<file path="src/source/uart_params.svh">
/* Build-time constants for the UART echo: clock, baud rate, data width, buffer depth. */
`ifndef UART_PARAMS_SVH
`define UART_PARAMS_SVH

// System clock in Hz.
`define UART_CLK_FREQ 50_000_000

// 10 clocks per bit at 50 MHz.
`define UART_BAUD_RATE 5_000_000

// Data bits per frame.
`define UART_DATA_WIDTH 8

// Buffer entries, power of two.
`define FIFO_DEPTH 8

`endif

</file>
<file path="src/source/uart_pkg.sv">
/* Receiver and transmitter state types, case conversion opcodes. */
package uart_pkg;

    typedef enum logic [2:0] {
        RX_IDLE  = 3'd0,
        RX_START = 3'd1,
        RX_DATA  = 3'd2,
        RX_STOP  = 3'd3
    } rx_state_e;

    typedef enum logic [1:0] {
        TX_IDLE  = 2'd0,
        TX_START = 2'd1,
        TX_DATA  = 2'd2,
        TX_STOP  = 2'd3
    } tx_state_e;

    // Letters only, other characters pass unchanged.
    typedef enum logic [1:0] {
        XF_PASS  = 2'd0,
        XF_UPPER = 2'd1,
        XF_LOWER = 2'd2,
        XF_SWAP  = 2'd3
    } xform_op_e;

endpackage

</file>
<file path="src/source/uart_echo_top.sv">
/* UART echo top: receiver, case converting FIFO and transmitter. */
`timescale 1ns/10ps
`include "uart_params.svh"

module uart_echo_top
    import uart_pkg::*;
(
    input  logic      clk_i,
    input  logic      arstn_i,
    input  logic      uart_rx_i,
    input  logic      cts_i,
    input  xform_op_e mode_i,
    output logic      uart_tx_o,
    output logic      overrun_o
);

    logic [`UART_DATA_WIDTH-1:0] rx_data;
    logic                        rx_valid;
    logic                        rx_ready;
    logic [`UART_DATA_WIDTH-1:0] q_data;
    logic                        q_valid;
    logic                        q_ready;

    uart_rx i_rx (
        .clk_i      (clk_i),
        .arstn_i    (arstn_i),
        .uart_rx_i  (uart_rx_i),
        .rx_data_o  (rx_data),
        .rx_valid_o (rx_valid),
        .rx_ready_i (rx_ready),
        .overrun_o  (overrun_o)
    );

    xform_fifo i_fifo (
        .clk_i      (clk_i),
        .arstn_i    (arstn_i),
        .mode_i     (mode_i),
        .wr_data_i  (rx_data),
        .wr_valid_i (rx_valid),
        .wr_ready_o (rx_ready),
        .rd_data_o  (q_data),
        .rd_valid_o (q_valid),
        .rd_ready_i (q_ready)
    );

    uart_tx i_tx (
        .clk_i      (clk_i),
        .arstn_i    (arstn_i),
        .tx_data_i  (q_data),
        .tx_valid_i (q_valid),
        .tx_ready_o (q_ready),
        .cts_i      (cts_i),
        .uart_tx_o  (uart_tx_o)
    );

endmodule

</file>
<file path="src/source/uart_rx.sv">
/* UART receiver with start-bit check and mid-bit sampling.
   The byte is offered with valid/ready during the stop bit. */
`timescale 1ns/10ps
`include "uart_params.svh"

module uart_rx
    import uart_pkg::*;
#(
    parameter int CLK_FREQ   = `UART_CLK_FREQ,
    parameter int BAUD_RATE  = `UART_BAUD_RATE,
    parameter int DATA_WIDTH = `UART_DATA_WIDTH
)(
    input  logic                  clk_i,
    input  logic                  arstn_i,
    input  logic                  uart_rx_i,
    output logic [DATA_WIDTH-1:0] rx_data_o,
    output logic                  rx_valid_o,
    input  logic                  rx_ready_i,
    output logic                  overrun_o
);

    localparam int RATIO  = CLK_FREQ / BAUD_RATE;
    localparam int BAUD_W = $clog2(RATIO);
    localparam int BIT_W  = $clog2(DATA_WIDTH);
    localparam logic [BAUD_W-1:0] BAUD_LAST = BAUD_W'(RATIO - 1);
    localparam logic [BAUD_W-1:0] BAUD_HALF = BAUD_W'(RATIO / 2 - 1);
    localparam logic [BIT_W-1:0]  BIT_LAST  = BIT_W'(DATA_WIDTH - 1);

    rx_state_e             state;
    logic [1:0]            rx_sync;
    logic                  rx_line;
    logic [BAUD_W-1:0]     baud_cnt;
    logic [BIT_W-1:0]      bit_cnt;
    logic [DATA_WIDTH-1:0] shreg;
    logic                  baud_done;
    logic                  start_check;
    logic                  sample;

    // Line idles high, so the synchronizer resets to ones.
    always_ff @(posedge clk_i or negedge arstn_i) begin
        if (!arstn_i) begin
            rx_sync <= 2'b11;
        end else begin
            rx_sync <= {rx_sync[0], uart_rx_i};
        end
    end

    assign rx_line     = rx_sync[1];
    assign baud_done   = (baud_cnt == BAUD_LAST);
    assign start_check = (state == RX_START) && (baud_cnt == BAUD_HALF);
    assign sample      = (state == RX_DATA) && baud_done;
    assign rx_data_o   = shreg;

    always_ff @(posedge clk_i or negedge arstn_i) begin
        if (!arstn_i) begin
            baud_cnt <= '0;
        end else if ((state == RX_IDLE) || baud_done || start_check) begin
            baud_cnt <= '0;
        end else begin
            baud_cnt <= baud_cnt + 1'b1;
        end
    end

    always_ff @(posedge clk_i or negedge arstn_i) begin
        if (!arstn_i) begin
            state      <= RX_IDLE;
            bit_cnt    <= '0;
            rx_valid_o <= 1'b0;
            overrun_o  <= 1'b0;
        end else begin
            overrun_o <= 1'b0;
            if (rx_valid_o && rx_ready_i) begin
                rx_valid_o <= 1'b0;
            end
            case (state)
                RX_IDLE: begin
                    bit_cnt <= '0;
                    if (!rx_line) begin
                        state <= RX_START;
                    end
                end
                RX_START: begin
                    if (start_check) begin
                        state <= rx_line ? RX_IDLE : RX_DATA; // High here is a glitch.
                    end
                end
                RX_DATA: begin
                    if (sample) begin
                        bit_cnt <= bit_cnt + 1'b1;
                        if (bit_cnt == BIT_LAST) begin
                            state      <= RX_STOP;
                            rx_valid_o <= 1'b1;
                        end
                    end
                end
                RX_STOP: begin
                    if (baud_done) begin
                        state      <= RX_IDLE;
                        rx_valid_o <= 1'b0;
                        overrun_o  <= rx_valid_o && !rx_ready_i; // Nobody took the byte.
                    end
                end
                default: state <= RX_IDLE;
            endcase
        end
    end

    // LSB arrives first.
    always_ff @(posedge clk_i) begin
        if (sample) begin
            shreg <= {rx_line, shreg[DATA_WIDTH-1:1]};
        end
    end

    a_valid_in_stop: assert property (@(posedge clk_i) disable iff (!arstn_i)
        rx_valid_o |-> (state == RX_STOP));

endmodule

</file>
<file path="src/source/uart_tx.sv">
/* UART transmitter with a valid/ready byte input and clear-to-send gating. */
`timescale 1ns/10ps
`include "uart_params.svh"

module uart_tx
    import uart_pkg::*;
#(
    parameter int CLK_FREQ   = `UART_CLK_FREQ,
    parameter int BAUD_RATE  = `UART_BAUD_RATE,
    parameter int DATA_WIDTH = `UART_DATA_WIDTH
)(
    input  logic                  clk_i,
    input  logic                  arstn_i,
    input  logic [DATA_WIDTH-1:0] tx_data_i,
    input  logic                  tx_valid_i,
    output logic                  tx_ready_o,
    input  logic                  cts_i,
    output logic                  uart_tx_o
);

    localparam int RATIO  = CLK_FREQ / BAUD_RATE;
    localparam int BAUD_W = $clog2(RATIO);
    localparam int BIT_W  = $clog2(DATA_WIDTH);
    localparam logic [BAUD_W-1:0] BAUD_LAST = BAUD_W'(RATIO - 1);
    localparam logic [BIT_W-1:0]  BIT_LAST  = BIT_W'(DATA_WIDTH - 1);

    tx_state_e             state;
    logic [BAUD_W-1:0]     baud_cnt;
    logic [BIT_W-1:0]      bit_cnt;
    logic [DATA_WIDTH-1:0] shreg;
    logic                  baud_done;
    logic                  load;

    assign tx_ready_o = (state == TX_IDLE) && cts_i; // CTS only gates the frame start.
    assign load       = tx_valid_i && tx_ready_o;
    assign baud_done  = (baud_cnt == BAUD_LAST);

    always_ff @(posedge clk_i or negedge arstn_i) begin
        if (!arstn_i) begin
            baud_cnt <= '0;
        end else if ((state == TX_IDLE) || baud_done) begin
            baud_cnt <= '0;
        end else begin
            baud_cnt <= baud_cnt + 1'b1;
        end
    end

    always_ff @(posedge clk_i or negedge arstn_i) begin
        if (!arstn_i) begin
            state     <= TX_IDLE;
            bit_cnt   <= '0;
            uart_tx_o <= 1'b1;
        end else begin
            case (state)
                TX_IDLE: begin
                    bit_cnt <= '0;
                    if (load) begin
                        state     <= TX_START;
                        uart_tx_o <= 1'b0; // Start bit.
                    end
                end
                TX_START: begin
                    if (baud_done) begin
                        state     <= TX_DATA;
                        uart_tx_o <= shreg[0];
                    end
                end
                TX_DATA: begin
                    if (baud_done) begin
                        bit_cnt <= bit_cnt + 1'b1;
                        if (bit_cnt == BIT_LAST) begin
                            state     <= TX_STOP;
                            uart_tx_o <= 1'b1;
                        end else begin
                            uart_tx_o <= shreg[0];
                        end
                    end
                end
                default: begin
                    if (baud_done) begin
                        state <= TX_IDLE;
                    end
                end
            endcase
        end
    end

    // Bit 0 always holds the next bit to send.
    always_ff @(posedge clk_i) begin
        if (load) begin
            shreg <= tx_data_i;
        end else if (baud_done && ((state == TX_START) || (state == TX_DATA))) begin
            shreg <= shreg >> 1;
        end
    end

    a_idle_high: assert property (@(posedge clk_i) disable iff (!arstn_i)
        (state == TX_IDLE) |-> uart_tx_o);

endmodule

</file>
<file path="src/source/xform_fifo.sv">
/* Character FIFO with case conversion on the write path, head offered with valid/ready. */
`timescale 1ns/10ps
`include "uart_params.svh"

module xform_fifo
    import uart_pkg::*;
#(
    parameter int DEPTH = `FIFO_DEPTH
)(
    input  logic       clk_i,
    input  logic       arstn_i,
    input  xform_op_e  mode_i,
    input  logic [7:0] wr_data_i,
    input  logic       wr_valid_i,
    output logic       wr_ready_o,
    output logic [7:0] rd_data_o,
    output logic       rd_valid_o,
    input  logic       rd_ready_i
);

    localparam int PTR_W = $clog2(DEPTH);
    localparam int CNT_W = $clog2(DEPTH + 1);
    localparam logic [CNT_W-1:0] FULL = CNT_W'(DEPTH);

    logic [7:0]       mem [DEPTH];
    logic [PTR_W-1:0] wr_ptr;
    logic [PTR_W-1:0] rd_ptr;
    logic [CNT_W-1:0] count;
    logic [7:0]       conv_data;
    logic             push;
    logic             pop;

    function automatic logic [7:0] xform(input xform_op_e op, input logic [7:0] c);
        logic is_upper;
        logic is_lower;
        is_upper = (c >= "A") && (c <= "Z");
        is_lower = (c >= "a") && (c <= "z");
        case (op)
            XF_UPPER: return is_lower ? (c ^ 8'h20) : c; // Bit 5 selects the case.
            XF_LOWER: return is_upper ? (c ^ 8'h20) : c;
            XF_SWAP:  return (is_upper || is_lower) ? (c ^ 8'h20) : c;
            default:  return c;
        endcase
    endfunction

    assign conv_data  = xform(mode_i, wr_data_i);
    assign wr_ready_o = (count != FULL);
    assign rd_valid_o = (count != '0);
    assign push       = wr_valid_i && wr_ready_o;
    assign pop        = rd_valid_o && rd_ready_i;
    assign rd_data_o  = mem[rd_ptr];

    always_ff @(posedge clk_i) begin
        if (push) begin
            mem[wr_ptr] <= conv_data;
        end
    end

    // Pointers wrap on their own since DEPTH is a power of two.
    always_ff @(posedge clk_i or negedge arstn_i) begin
        if (!arstn_i) begin
            wr_ptr <= '0;
            rd_ptr <= '0;
            count  <= '0;
        end else begin
            if (push) begin
                wr_ptr <= wr_ptr + 1'b1;
            end
            if (pop) begin
                rd_ptr <= rd_ptr + 1'b1;
            end
            case ({push, pop})
                2'b10:   count <= count + 1'b1;
                2'b01:   count <= count - 1'b1;
                default: count <= count;
            endcase
        end
    end

    a_count_max: assert property (@(posedge clk_i) disable iff (!arstn_i)
        count <= FULL);

    // A read of an empty buffer must not move the count below zero.
    a_no_underflow: assert property (@(posedge clk_i) disable iff (!arstn_i)
        ((count == '0) && rd_ready_i) |=> (count == CNT_W'($past(push))));

endmodule

</file>
<file path="config.mk">
export PLATFORM = sky130hd
export DESIGN_NAME = uart_echo_top
export DESIGN_NICKNAME = d
export VERILOG_FILES = /design/src/source/uart_pkg.sv /design/src/source/uart_echo_top.sv /design/src/source/uart_rx.sv /design/src/source/uart_tx.sv /design/src/source/xform_fifo.sv
export VERILOG_INCLUDE_DIRS = /design/src /design/src/source
export SDC_FILE = /design/constraint.sdc
export NUM_CORES = 1
export LEC_CHECK = 0
export BUFFER_PORTS_ARGS = -buffer_cell sky130_fd_sc_hd__buf_2
export CAP_MARGIN = 40
export CORE_ASPECT_RATIO = 0.8
export CORE_UTILIZATION = 50
export DETAILED_ROUTE_END_ITERATION = 6
export PLACE_DENSITY = 0.65
export SETUP_SLACK_MARGIN = 0.2
export SLEW_MARGIN = 20
export SYNTH_ARGS = -nofsm -noshare
export SYNTH_HDL_FRONTEND = slang
export SYNTH_SLANG_ARGS = --single-unit
</file>
<file path="constraint.sdc">
create_clock -name clk_i -period 2.96 [get_ports clk_i]
set_clock_uncertainty 0.15 [all_clocks]
set_input_delay 0.74 -clock clk_i [delete_from_list [all_inputs] [get_ports clk_i]]
set_output_delay 0.74 -clock clk_i [all_outputs]
set_load 0.01 [all_outputs]
</file>
==> summary.md <==
| Metric | Value |
|---|---|
| Run status | `finished clean` |
| Crit path largest cell delay | `0.49 ns` |
| Hold Path Class | `in2async` |
| Htree depth | `4` |
| Min Hold Slack | `slightly below 0.08 ns` |
| Synth Warn # | `0` |
| Startpoint types | `flop` |
| Final worst path period share | `87.8%` |
| Share of cells above drive strength 1 | `about 16%` |
| Drt initial violations | `~110` |
| Top Family by Delay on Critical Path | `adder cells` |
| Syn-to-layout area delta | `18.2%` |
| Worst Path Arrival | `roughly 2.7 ns` |
| Final Slew Violations | `0` |
| EDFF count, synth | `80` |
| Worst vdd ir | `just under 0.7 mV` |
| Crit-path cells | `o41a_1 -> nand2_1 -> inv_2 -> ha_1 -> ha_1 -> inv_1 -> nor4_1 -> nand4b_1 -> o311ai_1` |
| Clock Tree Buf Depth | `2` |
| Clock transition at path regs | `roughly 0.050 ns` |
| GPL Wtd Cong | `a little under 0.8` |
| WP data required | `3.08 ns` |
| Initial antenna violation count | `0` |
| Post-synth top area cell | `edfxtp_1` |
| Commonest non-fill, non-tap cell in the layout | `edfxtp_1` |
| Post-layout nets | `406` |
| Fill count | `roughly 730` |
| RSZ-0062 raised after global routing | `false` |
| Area after DPL | `5130 um^2` |
| Maxcap violations | `0` |
| Commonest non-fill, non-tap cells in the layout | `80 x edfxtp_1, 43 x nand2_1, 30 x mux2i_1, 30 x dfrtp_1, 22 x nor2_1` |
| Final Hold Viols | `0` |
| Die ar. | `between 10000 and 15000 um^2` |
| Cell variety after synth | `between 40 and 50` |
| CTS Root Cell | `clkbuf_16` |
| Worst-margin pin slew | `around 0.70 ns` |
| Total CTS buffers | `17` |
| Net Count, Synth | `between 300 and 400` |
| Largest net degree at the start of global routing | `34` |
| GRT Total Usage | `approximately a fifth` |
| Die Span X | `113 um` |
| Vias in the first global route | `about 2800` |
| Initial Util | `slightly above 50%` |
| Clock latency on the worst-skew pair | `approximately 0.41 ns` |
| Antenna Cells | `0` |
| Core Area | `9610 um^2` |
| IO buf count | `7` |
| FP Rows | `32` |
| DR WL/cell | `between 15 and 20 um` |
| First-pass GRT wire length | `~14 mm` |
| Crit end category | `flop` |
| Max FO, Critical Path | `8` |
| Post-Route WL | `8.49 mm` |
| Multi-input gate area | `roughly 1600 um^2` |
| Final instance area | `around 5800 um^2` |
| Most used cell, CP | `ha_1` |
| Sum Neg Setup Slack | `0 ns` |
| Register area | `around 3200 um^2` |
| Via-per-instance ratio | `between 5 and 6` |
| CP max stage cell | `o41a_1` |
| DRC errors left | `0` |
| Via count | `between 2000 and 3000` |
| Post-CTS Setup Inserts | `0` |
| Number of I/O pins | `8` |
| Flops & latches, synth | `around 110` |
| Leak pwr | `roughly 2.2 nW` |
| Sequential share of the synthesized area | `65.6%` |
| Worst path bufs/invs | `2` |
| Die Y | `around 91 um` |
| Minimum clock period | `between 2 and 3 ns` |
| CTS tree | `yes` |
| Mean Syn Cell Area | `~14 um^2` |
| Initial DRT Pass Iterations | `4` |
| Post-synth top area share | `just under 50%` |
| Asr flop ratio synth | `29.2%` |
| Final setup fails | `0` |
| ANT nets after route | `0` |
| P per Cell Area | `between 700 and 800 nW/um^2` |
| Hpwl dp | `about 5.4 mm` |
| TritonCTS Sinks | `about 110` |
| Mapped Cells | `roughly 360` |
| F_max | `around 380 MHz` |
| Tot Pwr | `around 4.3 mW` |
| Critical path class | `reg2reg` |
| Total gr overflow | `0` |
| Netlist Area Pre-Place | `4930 um^2` |
| Top cells by area, synth | `edfxtp_1 49%, dfrtp_1 15%, mux2i_1 6.1%` |
| Max-Slew Margin vs Limit | `between 50% and 60%` |
| Top_reg_cell synth | `edfxtp_1` |
## report_power, final
| group | leakage [nW] | internal (mW) | switching, mW |
|---|---|---|---|
| logic | 0.751 | 0.135 | 0.116 |
| clock network | 0.325 | 1.50 | 0.684 |
| registers | 1.12 | 1.76 | 0.0862 |
| total | 2.19 | 3.40 | 0.886 |
## final timing paths
kind / slack (ns) / depth (start not counted) / start / endpoint
worst min register to register: 0.21 / 0 / i_rx.rx_sync[0] / i_rx.rx_sync[1]
min in group clk_i: 0.21 / 0 / i_rx.rx_sync[0] / i_rx.rx_sync[1]
worst max-delay path: 0.36 / 9 / i_fifo.count[0] / i_fifo.count[3]
worst min-delay path: 0.08 / 1 / arstn_i / i_tx.bit_cnt[1]
worst max register to register: 0.36 / 9 / i_fifo.count[0] / i_fifo.count[3]
max in group asynchronous: 2.09 / 2 / arstn_i / i_rx.rx_sync[0]
## flip-flops by register name (all words and copies together) (netlist names), 2 cells and up
| signal | cells |
|---|---|
| i_fifo.mem | 64 |
| i_rx.rx_data_o | 8 |
| i_tx.shreg | 8 |
| i_fifo.count | 4 |
| i_rx.baud_cnt | 4 |
| i_tx.baud_cnt | 4 |
| i_fifo.rd_ptr | 3 |
| i_fifo.wr_ptr | 3 |
| i_rx.bit_cnt | 3 |
| i_tx.bit_cnt | 3 |
| i_rx.rx_sync | 2 |
| i_rx.state | 2 |
| i_tx.state | 2 |
## synthesized netlist by cell type, types with 6 or more instances
library cell	instances
a22o_1	8
a22oi_1	14
buf_2	7
clkbuf_1	6
dfrtp_1	30
edfxtp_1	80
ha_1	18
inv_1	13
mux2i_1	30
nand2_1	43
nand2b_1	6
nand3_1	12
nor2_1	22
nor3_1	8
xnor2_1	8
## per-layer routing
metal  GRT usage [%]  vias up  routed length, um
met5               0        -                  0
met4            10.9        0                122
met3            4.83       11                249
met2            27.9       39               3920
met1            25.2     1361               4200
li1                -     1360                  -
## layout make-up
cell class                 instances  share of cell area (%)
sequential                       113                    55.5
inverter                          14                   0.902
clock buffer                      27                    9.90
multi-input combinational        216                    27.3
timing repair buffer              19                    2.49
tap                              119                    2.56
clock inverter                     5                    1.42
## kinds of logic (layout without fill, tap and decap cells)
group	count (synthesis)	in the layout	share of synthesized area, %
multiplexers	36	36	8.30
AND/OR/NAND/NOR	107	107	10.3
XOR/XNOR	10	10	1.78
flip-flops	113	113	65.6
AO/OA/AOI/OAI	44	44	6.75
buffers and inverters	28	65	2.39
adder cells (fa/ha/maj)	19	19	4.97
## repair_timing
item | CTS | global route
hold buffers | 0 | 0
gates resized for setup | 0 | 3
endpoints found under the hold margin | 0 | 0
setup endpoints to repair | 0 | 1
## stage by stage
stage / worst slack [ns] / utilization (%) / instances
finish: 0.361 / 60.6 / 513
global route: 0.246 / 60.6 / 513
CTS: 0.306 / 60.3 / 512
detailed placement: 0.146 / 53.4 / 480
global placement: 0.340 / 53.4 / 480
floorplan: 0.413 / - / 357
Note: power is estimated with default switching activity, not from simulation.
